==> src/include/fetch_defines.svh <==
`ifndef FETCH_DEFINES_SVH
`define FETCH_DEFINES_SVH

// Byte address width of the fetch path
`define FETCH_ADDR_W 32

// Instruction word width, no compressed forms
`define FETCH_INSTR_W 32

// Default instruction memory size as log2 of the word count
`define FETCH_IMEM_DEPTH_LOG2 8

// MISC-MEM major opcode, used here to stop fetch
`define FETCH_OP_HALT 7'b0001111

`endif

==> src/source/fetch_pkg.sv <==
`default_nettype none

`include "fetch_defines.svh"

package fetch_pkg;

    // Fetch address
    typedef logic [`FETCH_ADDR_W-1:0] t_paddr;

    // Major opcodes of the base integer set
    typedef enum logic [6:0] {
        RV_OP_LOAD   = 7'b0000011,
        RV_OP_MISC   = `FETCH_OP_HALT,
        RV_OP_IMM    = 7'b0010011,
        RV_OP_AUIPC  = 7'b0010111,
        RV_OP_STORE  = 7'b0100011,
        RV_OP        = 7'b0110011,
        RV_OP_LUI    = 7'b0110111,
        RV_OP_BRANCH = 7'b1100011,
        RV_OP_JALR   = 7'b1100111,
        RV_OP_JAL    = 7'b1101111,
        RV_OP_SYSTEM = 7'b1110011
    } t_rv_opcode;

    // Upper fields are not decoded in fetch
    typedef struct packed {
        logic [`FETCH_INSTR_W-8:0] upper;
        t_rv_opcode                opcode;
    } t_rv_instr;

    // Controller to buffer
    typedef struct packed {
        logic       valid;
        t_paddr     addr;
        logic [1:0] id;
    } t_fe_fb_req;

    // Buffer to controller
    typedef struct packed {
        logic      valid;
        t_paddr    pc;
        t_rv_instr instr;
    } t_fb_fe_rsp;

    // Packet handed to decode
    typedef struct packed {
        t_paddr    pc;
        t_rv_instr instr;
    } t_instr_pkt;

    typedef enum logic [2:0] {
        FE_IDLE,
        FE_REQ_IC,
        FE_PDG_IC,
        FE_PDG_STALL,
        FE_DRAIN,
        FE_HALT
    } t_fsm_fe;

endpackage

`default_nettype wire

==> src/source/fetch_buffer.sv <==
`timescale 1ns/100ps
`default_nettype none

`include "fetch_defines.svh"

module fetch_buffer (
    input  logic                              clk,
    input  logic                              reset,
    input  logic                              flush,

    // From the fetch controller
    input  fetch_pkg::t_fe_fb_req             req,

    // Instruction memory read port
    output logic                              mem_re,
    output logic [`FETCH_IMEM_DEPTH_LOG2-1:0] mem_addr,
    input  fetch_pkg::t_rv_instr              mem_rdata,

    // Back to the fetch controller
    output fetch_pkg::t_fb_fe_rsp             rsp
);
    import fetch_pkg::*;

    // Outstanding request, valid for the single pending cycle
    t_fe_fb_req pend;
    // Set when the pending request was flushed in its request cycle
    logic       pend_dead;

    // Byte address to word index
    assign mem_re   = req.valid;
    assign mem_addr = req.addr[`FETCH_IMEM_DEPTH_LOG2+1:2];

    always_ff @(posedge clk) begin
        if (reset) begin
            pend.valid <= 1'b0;
            pend_dead  <= 1'b0;
        end else begin
            pend.valid <= req.valid;
            pend_dead  <= req.valid && flush;
        end
        if (req.valid) begin
            pend.addr <= req.addr;
            pend.id   <= req.id;
        end
    end

    // Memory data lines up with the pending entry
    // A flush in the pending cycle also kills the response
    assign rsp = '{
        valid: pend.valid && !pend_dead && !flush,
        pc:    pend.addr,
        instr: mem_rdata
    };

endmodule

`default_nettype wire

==> config.mk <==
export PLATFORM = sky130hd
export DESIGN_NAME = fetch_buffer
export DESIGN_NICKNAME = d
export VERILOG_FILES = /design/src/source/fetch_pkg.sv /design/src/source/fetch_buffer.sv
export VERILOG_INCLUDE_DIRS = /design/src /design/src/include
export SDC_FILE = /design/constraint.sdc
export NUM_CORES = 1
export LEC_CHECK = 0
export BUFFER_PORTS_ARGS = -buffer_cell sky130_fd_sc_hd__buf_2
export CAP_MARGIN = 20
export CORE_MARGIN = 8
export CORE_UTILIZATION = 38
export CTS_BUF_LIST = sky130_fd_sc_hd__clkbuf_4 sky130_fd_sc_hd__clkbuf_8
export CTS_CLUSTER_SIZE = 40
export DETAILED_ROUTE_END_ITERATION = 12
export MAX_ROUTING_LAYER = met4
export PLACE_DENSITY = 0.94
export SYNTH_ARGS = -nofsm -noshare
export SYNTH_HDL_FRONTEND = slang
export SYNTH_SLANG_ARGS = --single-unit
==> constraint.sdc <==
create_clock -name clk -period 0.8 [get_ports clk]
set_input_delay 0.16 -clock clk [delete_from_list [all_inputs] [get_ports clk]]
set_output_delay 0.16 -clock clk [all_outputs]
set_load 0.02 [all_outputs]
# --- After elaboration in Yosys (flattened, before gate mapping) ---
# Cells that the tools add are included.
classes:
  n_reduce_logical: 5
ops:
  columns: ["cell", "n"]
  rows:
  - ["1-bit logical AND", 3]
  - ["1-bit zero test", 2]
word_totals:
  ff_bits: 34
  elab_cells: 8
  input_bits: 70

# --- Longest topological paths before layout ---
# Gate-level depths: netlist of run 1.
depth:
  depth_word: 3
  mapped_depth: 1
  ltp_nobuf: 1

# --- Least setup slack after synthesis of run 1 ---
# OpenSTA, ideal clock, no wires.
synth_timing:
  kind: "reg2out"
  startpoint: "register pend_dead"
  endpoint: "output rsp[64] (netlist bit)"
  t_required_ns: 0.640
  path_slack_ns: 0.026
  t_arrival_ns: 0.614
  path_stages_with_launch: 2
  path_cell_list: "dfxtp_1 nor3b_2"
synth_rtl:
  columns: ["element", "line", "rtl"]
  rows:
  - ["from (decl)", "fetch_buffer.sv:27", "logic pend_dead;"]
  - ["from (signal assigned)", "fetch_buffer.sv:39", "pend_dead <= req.valid && flush;"]
  - ["to (decl)", "fetch_buffer.sv:20", "output fetch_pkg::t_fb_fe_rsp rsp"]

==> metrics.md, run 1 <==
| Metric | Value |
|---|---|
| Status | `complete, but fails checks` |
| Failing checks | `negative setup slack` |
| Post-Syn Area | `0.00158 mm2` |
| Longest Clk Path Bufs | `2` |
| Library cells used by synthesis | `6` |
| Initial antenna violation count | `0` |
| Async S/R FF share, synth | `0` |
| Port bufs | `77` |
| Syn avg cell area | `14.4 um2` |
| DRC Markers | `0` |
| # clock sinks | `34` |
| Number of global-route vias before repair | `821` |
| Crit path max-delay family | `flip-flops` |
| Cell area power density | `roughly 2200 mW/mm2` |
| Pins over their slew limit | `0` |
| Largest net degree at the start of global routing | `19` |
| Top-count cell post-synth | `buf_4` |
| Critical-path cell list | `nor3b_2 > buf_4` |
| Vias/cell | `4.07` |
| CP startpoint | `pend_dead` |
| Post-Layout Cell Count | `181` |
| Setup ws final | `-0.249 ns` |
| Synth Net Count | `180` |
| Register area share after synthesis | `0.634` |
| Part of the power in combinational logic | `0.167` |
| Share of cells above drive strength 1 | `0.710` |
| Peak supply drop | `1.46 mV` |
| Number of buffers and inverters on the critical path | `1` |
| Row cnt | `23` |
| Util after Layout | `0.456` |
| Layout area overhead | `15.6%` |
| Placed inst area | `approximately 0.0015 mm2` |
| Die Ht | `80.5 um` |
| Crit path depth | `2` |
| Sequential share of power | `0.544` |
| Critical path launch point type | `flop` |
| Number of synthesized flops with an enable pin | `32` |
| Grt ovf | `0` |
| DP Cell Count | `about 170` |
| Total track usage | `0.0913` |
| Die area | `0.00647 mm2` |
| Crit path kind | `reg2out` |
| Clock share of power | `0.288` |
| Final Wtd Congestion | `0.670` |
| Inserted Clock Buffers | `5` |
| Fin crit share | `1.31` |
| Fillers | `347` |
| # Max-Cap Violations | `0` |
| Crit-path slowest cell | `dfxtp_1` |
| Min-delay worst type | `in2reg` |
| Commonest cells in the netlist | `73 x buf_4, 32 x edfxtp_1, 2 x dfxtp_1` |
| Router iterations before antenna repair | `3` |
| Reg clk slew, reported paths | `0.07 ns` |
| Top post-synthesis cells by area | `edfxtp_1 61%, buf_4 35%, dfxtp_1 2.5%` |
| Synth warnings | `0` |
| CP endpoint | `rsp[64]` |
| Cells after Synth | `110` |
| Final setup fails | `33` |
| Critical Path AT | `0.89 ns` |
| LEAKAGE | `0.000801 uW` |
| Routed WL | `2980 um` |
| IO Pins | `144` |
| Clock root buffer master | `clkbuf_8` |
| Nets | `200` |
| Post-synth top flop | `edfxtp_1` |
| Power Internal | `3010 uW` |
| Achievable frequency | `0.953 GHz` |
| Worst slew pin tran | `roughly 0.13 ns` |
| Core Region | `0.00400 mm2` |
| Slew headroom | `0.913` |
| Critical Path Max Stage Delay | `0.31 ns` |
| Post-layout min period | `1.05 ns` |
| Number of DRC markers in iteration 0 | `18` |
| Pwr Total | `between 3000 and 4000 uW` |
| CP Capture Type | `output pin` |
| Switching fraction of total power | `0.239` |
| Area leader, netlist | `edfxtp_1` |
| H-tree depth | `2` |
| # diodes | `0` |
| Hold Fails Final Rpt | `0` |
| CTS tree | `done` |
| First-pass GRT wire length | `4120 um` |
| Flops & latches, synth | `34` |
| Required time of the worst setup path | `0.64 ns` |
| DR vias | `736` |
| Design area | `0.00183 mm2` |
| Die X | `80.5 um` |
| Max Fanout on Critical Path | `1` |
| Unrepaired setup endpoints after global routing | `true` |
| Sw power | `947 uW` |
| TNS Setup | `-5.46 ns` |
| DRT antenna net count | `0` |
| Starting Density | `0.395` |
| Routed WL per cell | `around 16 um` |
| Post-synth top area share | `0.609` |
-- power by group through the flow --
stage	Clock, uW	Sequential (uW)	Combinational [uW]
floorplan	0	2160	656
global placement	0	2160	512
detailed placement	0	2160	521
CTS	1190	2140	574
global route	1280	2160	696
finish	1140	2150	663
-- cells in the final DEF (no fill, tap or decap), drive strengths merged --
master,Yosys,layout
clkbuf,0,5
clkinv,0,3
nor3b,1,1
buf,73,86
and3b,1,1
edfxtp,32,32
dfxtp,2,2
and2b,1,1
-- kinds of logic (layout without fill, tap and decap cells) --
| family | after synthesis | count (layout) | share of synthesized area |
|---|---|---|---|
| buf+inv | 73 | 94 | 0.347 |
| flops | 34 | 34 | 0.634 |
| simple gates | 3 | 3 | 0.0190 |
-- what timing repair did --
action	in CTS	in global routing
setup buffers	0	7
resized for setup	24	32
pin swaps	0	0
hold buffers	0	0
endpoints found under the setup margin	34	34
endpoints found under the hold margin	0	0
-- registers in the layout, indices dropped and copies added, names as in the netlist --
register / cells
rsp: 32
pend: 1
pend_dead: 1
-- per-stage QoR --
step	hold WS (ns)	setup WS, ns
6_report	0.0484	-0.249
5_1_grt	0.0340	-0.298
4_1_cts	0.0376	-0.269
3_5_place_dp	0.320	-0.0173
3_3_place_gp	0.320	0.000116
2_1_floorplan	0.259	0.0256
-- cell type report --
cell class	instances	area [um2]	share of cell area
sequential	34	1000	0.548
timing repair buffer	86	652	0.357
tap	50	62.6	0.0343
clock buffer	5	68.8	0.0377
multi-input combinational	3	30.0	0.0164
clock inverter	3	11.3	0.00617
-- routing by layer --
metal / track usage / vias up / share of wire
met2: 0.139 / 61 / 0.50
li1: - / 333 / -
met5: - / - / 0
met3: 0.0413 / 19 / 0.090
met1: 0.0850 / 323 / 0.35
met4: 0.0818 / 0 / 0.055
-- how the worst min path moves through the flow --
| stage | start | to | depth (start not counted) |
|---|---|---|---|
| after floorplan | req[2] | rsp[32] | 0 |
| after detailed placement | mem_rdata[0] | rsp[0] | 0 |
| after global placement | mem_rdata[0] | rsp[0] | 0 |
| after global routing | req[24] | rsp[54] | 1 |
| after CTS | req[24] | rsp[54] | 1 |
| final | req[24] | rsp[54] | 1 |
Power figures use the tool's default switching activity.
==> run 2, diff against run 1 <==
Settings changed: HOLD_SLACK_MARGIN set to 0.15.
==> metrics.md, run 2 (synthesized netlist as in run 1, its figures left out) <==
| Metric | Value |
|---|---|
| Pins over their slew limit | `0 (unchanged)` |
| Slew headroom | `0.908 (was 0.913)` |
| Util after Layout | `0.541 (was 0.456)` |
| Grt ovf | `0 (unchanged)` |
| Starting Density | `0.395 (unchanged)` |
| Hold Fails Final Rpt | `0 (unchanged)` |
| Row cnt | `23 (unchanged)` |
| Inserted Clock Buffers | `5 (unchanged)` |
| Total track usage | `0.105 (was 0.0913)` |
| CP Capture Type | `output pin (unchanged)` |
| Critical Path Max Stage Delay | `0.31 ns (about the same)` |
| Reg clk slew, reported paths | `0.06 ns (was 0.07 ns)` |
| Post-layout min period | `1.04 ns (was 1.05 ns)` |
| Leading cell type in the layout, fill and taps excluded | `buf_2 (unchanged)` |
| Fin crit share | `1.31 (about the same)` |
| Failing checks | `negative setup slack (unchanged)` |
| # diodes | `0 (unchanged)` |
| Sequential share of power | `0.527 (was 0.544)` |
| Worst slew pin tran | `0.138 ns (was 0.131 ns)` |
| Largest net degree at the start of global routing | `19 (unchanged)` |
| Longest Clk Path Bufs | `2 (unchanged)` |
| H-tree depth | `2 (unchanged)` |
| First-pass GRT wire length | `4840 um (was 4120 um)` |
| DR vias | `850 (was 736)` |
| LEAKAGE | `0.000946 uW (was 0.000801 uW)` |
| Vias/cell | `3.99 (was 4.07)` |
| Nets | `232 (was 200)` |
| Max Fanout on Critical Path | `1 (unchanged)` |
| Die Ht | `80.5 um (unchanged)` |
| Part of the power in combinational logic | `0.195 (was 0.167)` |
| Achievable frequency | `0.957 GHz (was 0.953 GHz)` |
| IO Pins | `144 (unchanged)` |
| Power Internal | `3120 uW (was 3010 uW)` |
| Max reg flops | `32 (unchanged)` |
| Peak supply drop | `1.44 mV (was 1.46 mV)` |
| Routed WL per cell | `16.1 um (was 16.5 um)` |
| Crit-path slowest cell | `dfxtp_1 (unchanged)` |
| Final setup fails | `34 (was 33)` |
| Die X | `80.5 um (unchanged)` |
| Critical-path cell list | `nor3b_2 > buf_4 (unchanged)` |
| Number of global-route vias before repair | `979 (was 821)` |
| # clock sinks | `34 (unchanged)` |
| Final hold slack | `0.194 ns (was 0.0484 ns)` |
| Die area | `0.00647 mm2 (unchanged)` |
| Critical Path AT | `0.88 ns (was 0.89 ns)` |
| Number of buffers and inverters on the critical path | `1 (unchanged)` |
| Clock share of power | `0.278 (was 0.288)` |
| Pre-CTS worst setup slack | `-0.0173 ns (unchanged)` |
| Crit path kind | `reg2out (unchanged)` |
| Core Region | `0.00400 mm2 (unchanged)` |
| Commonest non-fill, non-tap cells in the layout | `46 x buf_2, 33 x dlygate4sd3_1, 32 x edfxtp_1, 29 x buf_6, 7 x buf_4 (was 48 x buf_2, 32 x edfxtp_1, 27 x buf_6, 9 x buf_4, 5 x clkbuf_8)` |
| Unrepaired setup endpoints after global routing | `true (unchanged)` |
| Required time of the worst setup path | `0.64 ns (about the same)` |
| Router iterations before antenna repair | `2 (was 3)` |
| DRC Markers | `0 (unchanged)` |
| Min-delay worst type | `in2reg (unchanged)` |
| Status | `complete, but fails checks (unchanged)` |
| Final Wtd Congestion | `0.670 (unchanged)` |
| Layout area overhead | `37.2% (was 15.6%)` |
| Sw power | `974 uW (was 947 uW)` |
| Switching fraction of total power | `0.238 (was 0.239)` |
| Crit path max-delay family | `flip-flops (unchanged)` |
| Number of DRC markers in iteration 0 | `9 (was 18)` |
| CTS tree | `done (unchanged)` |
| Setup ws final | `-0.245 ns (was -0.249 ns)` |
| Clock root buffer master | `clkbuf_8 (unchanged)` |
| Critical path launch point type | `flop (unchanged)` |
| Port bufs | `77 (unchanged)` |
| Share of cells above drive strength 1 | `0.558 (was 0.710)` |
| Routed WL | `3430 um (was 2980 um)` |
| # Max-Cap Violations | `0 (unchanged)` |
| Initial antenna violation count | `0 (unchanged)` |
| DRT antenna net count | `0 (unchanged)` |
| Cell area power density | `1890 mW/mm2 (was 2170 mW/mm2)` |
-- run 2: cell types whose count changed in the layout (fill, tap and decap cells not counted) --
cell and change:
buf_4 -2, buf_6 +2, dlygate4sd3_1 +33, dlymetal6s4s_1 +1
buf_2 -2
-- run 2: metal layers --
| layer | routed length [um] | GRT usage | share of wire |
|---|---|---|---|
| met2 | 1820 | 0.176 | 0.53 |
| met4 | 161 | 0.0745 | 0.047 |
| met3 | 299 | 0.0402 | 0.087 |
| met5 | 0 | - | 0 |
| met1 | 1140 | 0.0963 | 0.33 |
-- run 2: final timing paths --
check             cells after the start  startpoint  slack [ns]  endpoint
setup / recovery                      2   pend_dead       -0.24   rsp[64]
hold / removal                        2       reset        0.19  pend[34]
-- run 2: cell type report --
cell class | count | area, um2
fillers | 312 | 1830
flip-flops and latches | 34 | 1000
repair buffers | 118 | 992
clock buffers | 5 | 68.8
well taps | 50 | 62.6
multi-input cells | 3 | 30.0
clock inverters | 3 | 11.3
-- run 2: what timing repair did --
action | in CTS | in global routing
hold endpoints to repair | 33 | 0
cloned | 0 | 0
hold buffers | 34 | 0
resized for setup | 24 | 37
buffers inserted | 0 | 5
endpoints found under the setup margin | 34 | 35
-- run 2: metrics by stage --
step	power, uW	area, um2	setup TNS [ns]	instances
after global routing	4280	2170	-6.64	213
after global placement	2670	1520	0	166
after CTS	4030	2010	-5.92	208
after floorplan	2820	1580	0	110
final	4100	2170	-5.54	213
after detailed placement	2680	1520	-0.0188	166
-- run 2: power by group through the flow --
| stage | logic [uW] | clock network [uW] | registers (uW) |
|---|---|---|---|
| CTS | 703 | 1190 | 2140 |
| finish | 801 | 1140 | 2160 |
| floorplan | 656 | 0 | 2160 |
| global route | 843 | 1260 | 2170 |
| detailed placement | 521 | 0 | 2160 |
| global placement | 512 | 0 | 2160 |
