--- src/include/fetch_defines.svh ---
`ifndef FETCH_DEFINES_SVH
`define FETCH_DEFINES_SVH

// Byte address width of the fetch path
`define FETCH_ADDR_W 32

// Instruction word width, no compressed forms
`define FETCH_INSTR_W 32

// Default instruction memory size as log2 of the word count
`define FETCH_IMEM_DEPTH_LOG2 8

// MISC-MEM major opcode, used here to stop fetch
`define FETCH_OP_HALT 7'b0001111

`endif

--- src/source/fetch_pkg.sv ---
`default_nettype none

`include "fetch_defines.svh"

package fetch_pkg;

    // Fetch address
    typedef logic [`FETCH_ADDR_W-1:0] t_paddr;

    // Major opcodes of the base integer set
    typedef enum logic [6:0] {
        RV_OP_LOAD   = 7'b0000011,
        RV_OP_MISC   = `FETCH_OP_HALT,
        RV_OP_IMM    = 7'b0010011,
        RV_OP_AUIPC  = 7'b0010111,
        RV_OP_STORE  = 7'b0100011,
        RV_OP        = 7'b0110011,
        RV_OP_LUI    = 7'b0110111,
        RV_OP_BRANCH = 7'b1100011,
        RV_OP_JALR   = 7'b1100111,
        RV_OP_JAL    = 7'b1101111,
        RV_OP_SYSTEM = 7'b1110011
    } t_rv_opcode;

    // Upper fields are not decoded in fetch
    typedef struct packed {
        logic [`FETCH_INSTR_W-8:0] upper;
        t_rv_opcode                opcode;
    } t_rv_instr;

    // Controller to buffer
    typedef struct packed {
        logic       valid;
        t_paddr     addr;
        logic [1:0] id;
    } t_fe_fb_req;

    // Buffer to controller
    typedef struct packed {
        logic      valid;
        t_paddr    pc;
        t_rv_instr instr;
    } t_fb_fe_rsp;

    // Packet handed to decode
    typedef struct packed {
        t_paddr    pc;
        t_rv_instr instr;
    } t_instr_pkt;

    typedef enum logic [2:0] {
        FE_IDLE,
        FE_REQ_IC,
        FE_PDG_IC,
        FE_PDG_STALL,
        FE_DRAIN,
        FE_HALT
    } t_fsm_fe;

endpackage

`default_nettype wire

--- src/source/fe_ctl.sv ---
`timescale 1ns/100ps
`default_nettype none

module fe_ctl (
    input  logic                  clk,
    input  logic                  reset,

    // Request and response with the fetch buffer
    output fetch_pkg::t_fe_fb_req fe_fb_req,
    input  fetch_pkg::t_fb_fe_rsp fb_fe_rsp,

    // Redirect from the branch unit
    input  fetch_pkg::t_paddr     br_tgt,
    input  logic                  br_mispred,

    // Decode side
    output logic                  valid_fe1,
    output fetch_pkg::t_instr_pkt instr_fe1,
    input  logic                  stall
);
    import fetch_pkg::*;

    t_fsm_fe    state;
    t_fsm_fe    state_nxt;
    t_paddr     pc;
    t_paddr     pc_nxt;
    logic       halt;
    logic       halted;
    logic       req_valid;
    t_instr_pkt pkt_live;
    t_instr_pkt pkt_held;

    // Halt opcode seen on a live response
    assign halt = fb_fe_rsp.valid && (fb_fe_rsp.instr.opcode == RV_OP_MISC);

    // After a halt, redirects no longer restart fetch
    assign halted = (state == FE_DRAIN) || (state == FE_HALT);

    always_comb begin
        state_nxt = state;
        unique case (state)
            FE_IDLE:      state_nxt = FE_REQ_IC;
            FE_REQ_IC:    state_nxt = FE_PDG_IC;
            // No stall means the next request already left, so stay here
            FE_PDG_IC:    if (fb_fe_rsp.valid && stall) state_nxt = FE_PDG_STALL;
            FE_PDG_STALL: if (!stall) state_nxt = FE_PDG_IC;
            FE_DRAIN:     state_nxt = FE_HALT;
            FE_HALT:      state_nxt = FE_HALT;
            default:      state_nxt = FE_IDLE;
        endcase
        if (halt) begin
            state_nxt = FE_DRAIN;
        end
        // Redirect wins over anything from the wrong path
        if (br_mispred && !halted) begin
            state_nxt = FE_REQ_IC;
        end
    end

    // One request at a time, never in a redirect cycle
    assign req_valid = !br_mispred
                     && ((state == FE_REQ_IC)
                      || (state == FE_PDG_IC && fb_fe_rsp.valid && !stall && !halt)
                      || (state == FE_PDG_STALL && !stall));

    assign fe_fb_req = '{valid: req_valid, addr: pc, id: 2'b00};

    // PC follows the redirect target, else steps past each request
    always_comb begin
        if (br_mispred && !halted) begin
            pc_nxt = br_tgt;
        end else if (req_valid) begin
            pc_nxt = pc + t_paddr'(4);
        end else begin
            pc_nxt = pc;
        end
    end

    always_ff @(posedge clk) begin
        if (reset) begin
            state <= FE_IDLE;
            pc    <= '0;
        end else begin
            state <= state_nxt;
            pc    <= pc_nxt;
        end
    end

    // Keep the response so a stalled packet stays put
    assign pkt_live = '{pc: fb_fe_rsp.pc, instr: fb_fe_rsp.instr};

    always_ff @(posedge clk) begin
        if (fb_fe_rsp.valid) begin
            pkt_held <= pkt_live;
        end
    end

    // Live response on arrival, captured copy while decode stalls
    always_comb begin
        valid_fe1 = ((state == FE_PDG_IC && fb_fe_rsp.valid) || (state == FE_PDG_STALL))
                    && !br_mispred && !halt;
        instr_fe1 = (state == FE_PDG_IC) ? pkt_live : pkt_held;
    end

endmodule

`default_nettype wire

--- config.mk ---
export PLATFORM = sky130hd
export DESIGN_NAME = fe_ctl
export DESIGN_NICKNAME = d
export VERILOG_FILES = /design/src/source/fetch_pkg.sv /design/src/source/fe_ctl.sv
export VERILOG_INCLUDE_DIRS = /design/src /design/src/include
export SDC_FILE = /design/constraint.sdc
export NUM_CORES = 1
export LEC_CHECK = 0
export ABC_AREA = 1
export BUFFER_PORTS_ARGS = -buffer_cell sky130_fd_sc_hd__buf_2
export CAP_MARGIN = 20
export CORE_UTILIZATION = 42
export DETAILED_ROUTE_END_ITERATION = 12
export GPL_TIMING_DRIVEN = 0
export MAX_ROUTING_LAYER = met4
export PLACE_DENSITY_LB_ADDON = 0.2
export SETUP_SLACK_MARGIN = 0.5
export SLEW_MARGIN = 15
export SYNTH_ARGS = -nofsm -noshare
export SYNTH_HDL_FRONTEND = slang
export SYNTH_SLANG_ARGS = --single-unit
--- constraint.sdc ---
create_clock -name clk -period 2 [get_ports clk]
set_clock_uncertainty 0.2 [all_clocks]
set_input_delay 0.3 -clock clk [delete_from_list [all_inputs] [get_ports clk]]
set_output_delay 0.3 -clock clk [all_outputs]
set_load 0.01 [all_outputs]
* After elaboration in Yosys (flattened, before gate mapping)
Cells that the tools add are included.
Word-level totals: word-level logic and storage cells 54, input port bits 101, flip-flop bits (word level) 99, output and inout port bits 100
Cells by class: add/sub/neg operators 1, reductions and logical operators 26, equality and inequality tests 12, multiplexer cells 8
Operators by type and width (number):
- two-way mux 32 bit | 2
- two-way mux 64 bit | 1
- adder 32 x 3 -> 32 bit (second input constant) | 1
- one-hot mux 3 bit (5 select lines) | 1
- logical AND 1 bit | 10
- two-way mux 3 bit | 3
- inequality test 4 bit (second input constant) | 2
- equality test 7 x 4 -> 1 bit (second input constant) | 1
- equality test 3 x 2 -> 1 bit (second input constant) | 2
- equality test 3 bit (second input constant) | 2
- inequality test 3 bit (second input constant) | 2
- AND reduction 2 bit | 3
- zero test 1 bit | 4
- logical OR 1 bit | 4
- inequality test 2 bit (second input constant) | 2
- OR reduction 2 bit | 2
- equality test 3 x 1 -> 1 bit (second input constant) | 1
- zero test 3 bit | 1
- OR reduction 3 bit | 1
- nonzero test 2 bit | 1
- two-way mux 1 bit | 1

* Longest topological paths before layout
Gate-level depths: netlist of run 1.
depth after elaboration 9, depth in mapped cells 10, depth with buffers taken out 10

* Worst setup path after synthesis of run 1
OpenSTA, ideal clock, no wires.
kind reg2reg, start register pc[2], end register pc[14], clock period less this slack 1.739 ns, data arrival time 1.422 ns, setup time 0.117 ns, path slack 0.261 ns, data required time 1.683 ns, buffers on the path 0, cell stages (with the launch flop) 11, cell sequence dfxtp_1 ha_1 nand2_1 nor2_2 nand2_1 nor2_1 nand2_1 nand3_1 nand2_1 nor2_1 nor2_1
On the way: word-level cells in the longest chain between the ends 3
RTL lines:
- start: declaration | RTL line fe_ctl.sv:25 | t_paddr pc;
- start signal: assignment | RTL line fe_ctl.sv:85 | pc <= pc_nxt;
- adder 32 x 3 -> 32 bit | RTL line fe_ctl.sv:73 | pc_nxt = pc + t_paddr'(4);
- two-way mux 32 bit | RTL line fe_ctl.sv:72 | end else if (req_valid) begin
- two-way mux 32 bit | RTL line fe_ctl.sv:70 | if (br_mispred && !halted) begin
No other way between the ends. The select of a mux whose other input is x is not followed. A chain may end at the register's enable or synchronous reset.

==> flow_summary.toml, run 1 <==
[run]
cap_violations = 0

[global_routing]
track_usage = 0.258
antenna_found_initial = 1
grt_pass1_vias = 5267
overflow = 0
grt_start_max_net_pins = 35
grt_pass1_wl_um = 25600

[routing]
via_per_inst = 4.76
drc_errors = 0
drtIter0Drc = 352
first_pass_iters = 4
wl_per_cell_um = 13.5
routed_wl_um = 16400
vias = 5779
drtAntennaViolNets = 0

[critical_path]
max_stage_delay_ns = 0.33
worstPathMaxFanout = 10
path_cells = "inv_2, nand3_4, inv_6, buf_4, nand2_1, nand2_1, buf_2"
cp.arrival_ns = 1.54
cp-end-kind = "primary output"
critical_path.endpoint = "instr_fe1[39]"
ff2ff_path_depth = 12
r2r-start = "state[2]"
cp-startpoint = "state[2]"
worst_setup_path_start_kind = "register"
timing.rr.end = "pc[22]"
critical_path_class = "reg -> out"
slowest_stage = "dfxtp_2"
rrSetupSlack_ns = 0.07
cpMostUsedCell = "nand2_1"
cp.required_ns = 1.50

[die]
rows = 40
ios = 201
core_um2 = 12200
initial_core_util = 0.437
die_area_um2 = 13100
die_x_um = 115
die_h_um = 115

[cts]
clockBufferDepth = 2
clk_latency_ns = 0.35
cts.sinks = 99
cts_tree = "done"
path_clk_slew_ns = 0.07
cts-root-buf = "clkbuf_16"
cts_buffers = 9
htree_levels = 3

[sta]
rsz0062_at_grt = "true"
fmax_ghz = 0.491
worst_slew_pin_slew_ns = 0.530
slew_viol_final = 0
tns_ns = -0.415
min_period_ns = 2.04
period_share = 1.02
hold_slack_ns = -0.00974
finalSetupViolCount = 29
setup_ws_ns = -0.0362
maxSlewHeadroom = 0.646
finalHoldViolCount = 1

[power]
power_mw = 5.68
power_density_nw_per_um2 = 682
leakagePower_nw = 4.00
ir_drop_mv = 0.357

[logic_synthesis]
yosysSeqAreaShare = 0.493
synth_most_common_cell = "nand2_1"
yosysWarnings = 0
synthCells = 743
synth_edf_count = 64
synth_seq_cells = 99
synthArstFlopShare = 0
synthFlopType = "edfxtp_1"
synth_common_cells = "nand2_1 (362), nor2_1 (71), edfxtp_1 (64)"
synth.area.top_cells = "edfxtp_1 (36%), nand2_1 (26%), dfxtp_1 (13%)"
synth_top_area_share = 0.361
synth_area_um2 = 5320
yosys.area.top_type = "edfxtp_1"
synth_cell_types = 27
avgSynthCellArea_um2 = 7.16

[placed_design]
placed_area_um2 = 6690
port_buffers = 198
dp_hpwl_um = 10900
dpl_worst_slack_ns = -0.489
gp_congestion = 0.920

[layout]
syn_to_final_growth_pct = 56.7
nFillCells = 1033
drive_gt1_frac = 0.332
fin_nets = 1141
fin_area_um2 = 8330

[outcome]
violations = "negative hold slack, negative setup slack"
status = "finished with violations"

[worst_hold_path]
hold_class = "in -> reg"
## metal layers
layer / up-vias / global-route usage / routed length [um]
li1: 2966 / - / -
met1: 2562 / 0.310 / 7000
met2: 219 / 0.427 / 7920
met3: 32 / 0.0439 / 1050
met4: 0 / 0.111 / 438
met5: - / - / 0
## cell usage in the layout, fill, tap and decap left out, types with 5 or more instances in the layout
| cell type | n |
|---|---|
| buf_4 | 13 |
| buf_8 | 7 |
| nand2_4 | 6 |
| nand3_1 | 41 |
| dlygate4sd3_1 | 63 |
| dfxtp_1 | 19 |
| clkbuf_16 | 12 |
| o21bai_1 | 6 |
| nor2_1 | 59 |
| buf_2 | 195 |
| nand2_1 | 340 |
| buf_6 | 21 |
| dfxtp_2 | 14 |
| o21ai_0 | 14 |
| inv_2 | 5 |
| nand4_1 | 13 |
| o21ai_1 | 8 |
| a21oi_1 | 18 |
| inv_1 | 42 |
| nor2_4 | 9 |
| edfxtp_1 | 64 |
| nor2_2 | 10 |
| nand2_2 | 18 |
## metrics by stage
step	hold WS (ns)	util	instances
6_report	-0.00974	0.685	1213
5_1_grt	0.0101	0.685	1213
4_1_cts	-0.0434	0.663	1207
3_5_place_dp	0.277	0.550	1110
3_3_place_gp	0.268	0.549	1110
2_1_floorplan	0.159	-	744
## sequential cells by signal, summed over array words and instances (netlist names)
name      cells
pc           32
pkt_held     64
state         3
## cells by family (layout without fill, tap and decap cells)
family,Yosys count,count (layout),synth area share
compound gates,53,53,0.0534
xor+xnor,1,1,0.00165
fa+ha+maj,1,1,0.00235
buf+inv,84,384,0.0659
flops,99,99,0.493
other cells,1,3,0.000705
simple gates,504,504,0.383
## cell type report
type / count / area, um^2 / share of cell area
sequential: 99 / 2650 / 0.318
multi-input combinational: 561 / 2580 / 0.310
timing repair buffer: 283 / 2000 / 0.240
buffer: 31 / 315 / 0.0378
clock buffer: 10 / 229 / 0.0275
inverter: 53 / 224 / 0.0269
tap: 168 / 210 / 0.0252
clock inverter: 6 / 111 / 0.0134
timing repair inverter: 1 / 6.26 / 0.000751
antenna: 1 / 2.50 / 0.000300
## report_power, final
part | switching (mW) | internal [mW] | total (mW)
Sequential | 0.111 | 2.35 | 2.46
Combinational | 0.614 | 0.579 | 1.19
Clock | 0.793 | 1.23 | 2.02
Total | 1.52 | 4.16 | 5.68
## critical path: cells and delay by family, from the launching register on
family / cells / cell delay [ns]
and+or+nand+nor: 3 / 0.31
DFF: 1 / 0.33
buffers and inverters: 4 / 0.54
## how the worst min path moves through the flow
| stage | from | endpoint | slack, ns | cells after the start |
|---|---|---|---|---|
| final | br_tgt[0] | pc[0] | -0.01 | 3 |
| after global routing | br_tgt[0] | pc[0] | 0.01 | 3 |
| after CTS | fb_fe_rsp[47] | pkt_held[47] | -0.04 | 1 |
| after detailed placement | pc[0] | pc[0] | 0.28 | 2 |
| after global placement | pc[0] | pc[0] | 0.27 | 2 |
| after floorplan | reset | pc[2] | 0.16 | 1 |
## what timing repair did
action,CTS,global route
buffers inserted,13,2
hold buffers,62,1
cloned,6,2
pin swaps,15,11
endpoints found under the setup margin,100,104
endpoints found under the hold margin,63,1
gates resized for setup,64,73
(Power assumes the default switching activity.)
==> inputs of run 2 (changes only) <==
--- a/config.mk
+++ b/config.mk
@@ -6,7 +6,7 @@
 export SDC_FILE = /design/constraint.sdc
 export NUM_CORES = 1
 export LEC_CHECK = 0
-export ABC_AREA = 1
+export ABC_AREA = 0
 export BUFFER_PORTS_ARGS = -buffer_cell sky130_fd_sc_hd__buf_2
 export CAP_MARGIN = 20
 export CORE_UTILIZATION = 42
==> flow_summary.toml, run 2 <==
[outcome]
violations = "negative setup slack"
status = "finished with violations"

[cts]
cts_buffers = 9
clockBufferDepth = 2
htree_levels = 3
cts.sinks = 99
cts-root-buf = "clkbuf_16"
path_clk_slew_ns = 0.07
cts_tree = "done"
clk_latency_ns = 0.34

[die]
ios = 201
die_h_um = 110
rows = 38
core_um2 = 11000
die_area_um2 = 12000
die_x_um = 110
initial_core_util = 0.440

[layout]
drive_gt1_frac = 0.589
diodes = 0
final_cells = 844
syn_to_final_growth_pct = 81.0
largest_reg_flops = 64
largest_registers = "pkt_held x64, pc x32, state x3"
final_cell_mix = "buf_2 (129), buf_6 (78), mux2_4 (65)"
layout_commonest_cell = "buf_2"
final_core_util = 0.797
fin_nets = 801
fin_area_um2 = 8790
top_register = "pkt_held"

[sta]
period_share = 1.14
finalHoldViolCount = 0
fmax_ghz = 0.437
rsz0062_at_grt = "true"
setup_ws_ns = -0.288
worst_slew_pin_slew_ns = 0.538
maxSlewHeadroom = 0.640
min_period_ns = 2.29
tns_ns = -19.88
slew_viol_final = 0
finalSetupViolCount = 93

[critical_path]
max_stage_delay_ns = 0.37
path_delay_family = "buffers and inverters"
cp.required_ns = 1.50
crit_buf_inv = 3
ff2ff_path_depth = 9
worstPathMaxFanout = 10
critical_path_class = "reg -> out"
path_cells = "nor3b_4, clkbuf_16, buf_12, mux2_4, buf_6"
slowest_stage = "dfxtp_4"
cp.arrival_ns = 1.79
rrSetupSlack_ns = -0.26
cp-end-kind = "primary output"
path_depth = 5
worst_setup_path_start_kind = "register"

[placed_design]
dp_hpwl_um = 9430
gp_congestion = 0.848
port_buffers = 197
dp.cells = 728
placed_area_um2 = 6490

[logic_synthesis]
synth_most_common_cell = "mux2_2"
synthAdderAreaFrac = 0.00258
synth_common_cells = "mux2_2 (65), edfxtp_1 (64), a211oi_1 (35), dfxtp_1 (35), nor2_1 (32)"
synthFlopType = "edfxtp_1"
synth_area_um2 = 4850
synth_top_area_share = 0.396
synth-compound-area-share = 0.123
synthArstFlopShare = 0
synth_seq_cells = 99
synth_xor_area_frac = 0.0487
synthSimpleGateAreaFrac = 0.103
avgSynthCellArea_um2 = 12.4
synthCells = 390
yosysSeqAreaShare = 0.540
yosysWarnings = 0
synth_edf_count = 64
synth_top_family_by_area = "multiplexers"
synth_cell_types = 42
synth.area.top_cells = "edfxtp_1 (40%), mux2_2 (15%), dfxtp_1 (14%)"
synthMuxAreaShare = 0.151
yosys.area.top_type = "edfxtp_1"

[worst_hold_path]
min_path_cells = 3
hold_class = "in -> reg"

[routing]
dr_wl_met2_um = 8310
drtIter0Drc = 193
routed_wl_um = 16000
wl_met3_um = 1090
first_pass_iters = 5
drc_errors = 0
via_per_inst = 5.31
highest_layer = "met4"
drtAntennaViolNets = 0
wl_per_cell_um = 18.9
drt-met1-wl_um = 6280
vias = 4484

[global_routing]
antenna_found_initial = 0
grt_start_max_net_pins = 69
grt_pass1_wl_um = 23400
grt_pass1_vias = 4451
overflow = 0
track_usage = 0.268

[power]
power_density_nw_per_um2 = 641
ir_drop_mv = 0.441
leakagePower_nw = 3.48

[run]
cap_violations = 0
==> run 2: cell count changes in the layout (fill, tap and decap cells not counted), moves of 24 or more <==
cell and change:
nand2_1 -326, buf_2 -66, mux2_4 +65, buf_6 +57, inv_1 -39, nand3_1 -31
nor2_1 -29, xnor2_1 +24
==> run 2: metrics by stage <==
step | hold slack, ns | power (mW) | setup slack (ns)
3_3_place_gp | 0.240 | 3.31 | -1.41
3_5_place_dp | 0.246 | 3.34 | -0.944
4_1_cts | 0.00586 | 5.55 | -0.286
2_1_floorplan | 0.199 | 2.95 | -0.0793
6_report | 0.0104 | 5.63 | -0.288
5_1_grt | 0.0123 | 5.84 | -0.333
==> run 2: where the power goes <==
part	internal [mW]	switching, mW	leakage (nW)	total (mW)
clock network	1.14	0.769	0.152	1.90
logic	0.769	0.520	2.40	1.29
registers	2.34	0.0961	0.927	2.43
==> run 2: path summary, 6_finish.rpt <==
path / from / to
max: state[2] / instr_fe1[14]
min: br_tgt[0] / pc[0]
max reg2reg: state[0] / pc[31]
min reg2reg: pc[1] / pc[1]
==> run 2: tightest hold or removal path: stages <==
cell     delay (ns)
buf_2          0.10
nand2_1        0.05
a21oi_1        0.05
==> run 2: cell families (layout without fill, tap and decap cells) <==
logic type / after synthesis / count (layout)
other: 1 / 2
adder cells (fa/ha/maj): 1 / 1
AND/OR/NAND/NOR: 97 / 97
AO/OA/AOI/OAI: 69 / 69
multiplexers: 65 / 65
XOR/XNOR: 27 / 27
flip-flops: 99 / 99
buffers and inverters: 31 / 344
==> run 2: layout make-up <==
cell class,instances,area [um^2]
multi-input combinational,261,2790
sequential,99,2680
timing repair buffer,297,2470
fill,637,2240
buffer,27,324
clock buffer,11,243
tap,140,175
clock inverter,5,83.8
inverter,4,18.8
==> run 2: routing by layer <==
| metal | vias to the layer above | global-route usage |
|---|---|---|
| met3 | 26 | 0.0557 |
| met2 | 190 | 0.473 |
| met5 | - | - |
| met1 | 2166 | 0.308 |
| li1 | 2102 | - |
| met4 | 0 | 0.0762 |
==> run 2: what timing repair did <==
item                                   in CTS  in global routing
buffers inserted                           27                  6
cloned                                      0                  3
hold buffers                               64                  0
endpoints found under the hold margin      64                  0
gates resized for setup                   154                 27
pin swaps                                  43                 27
setup endpoints to repair                 101                102
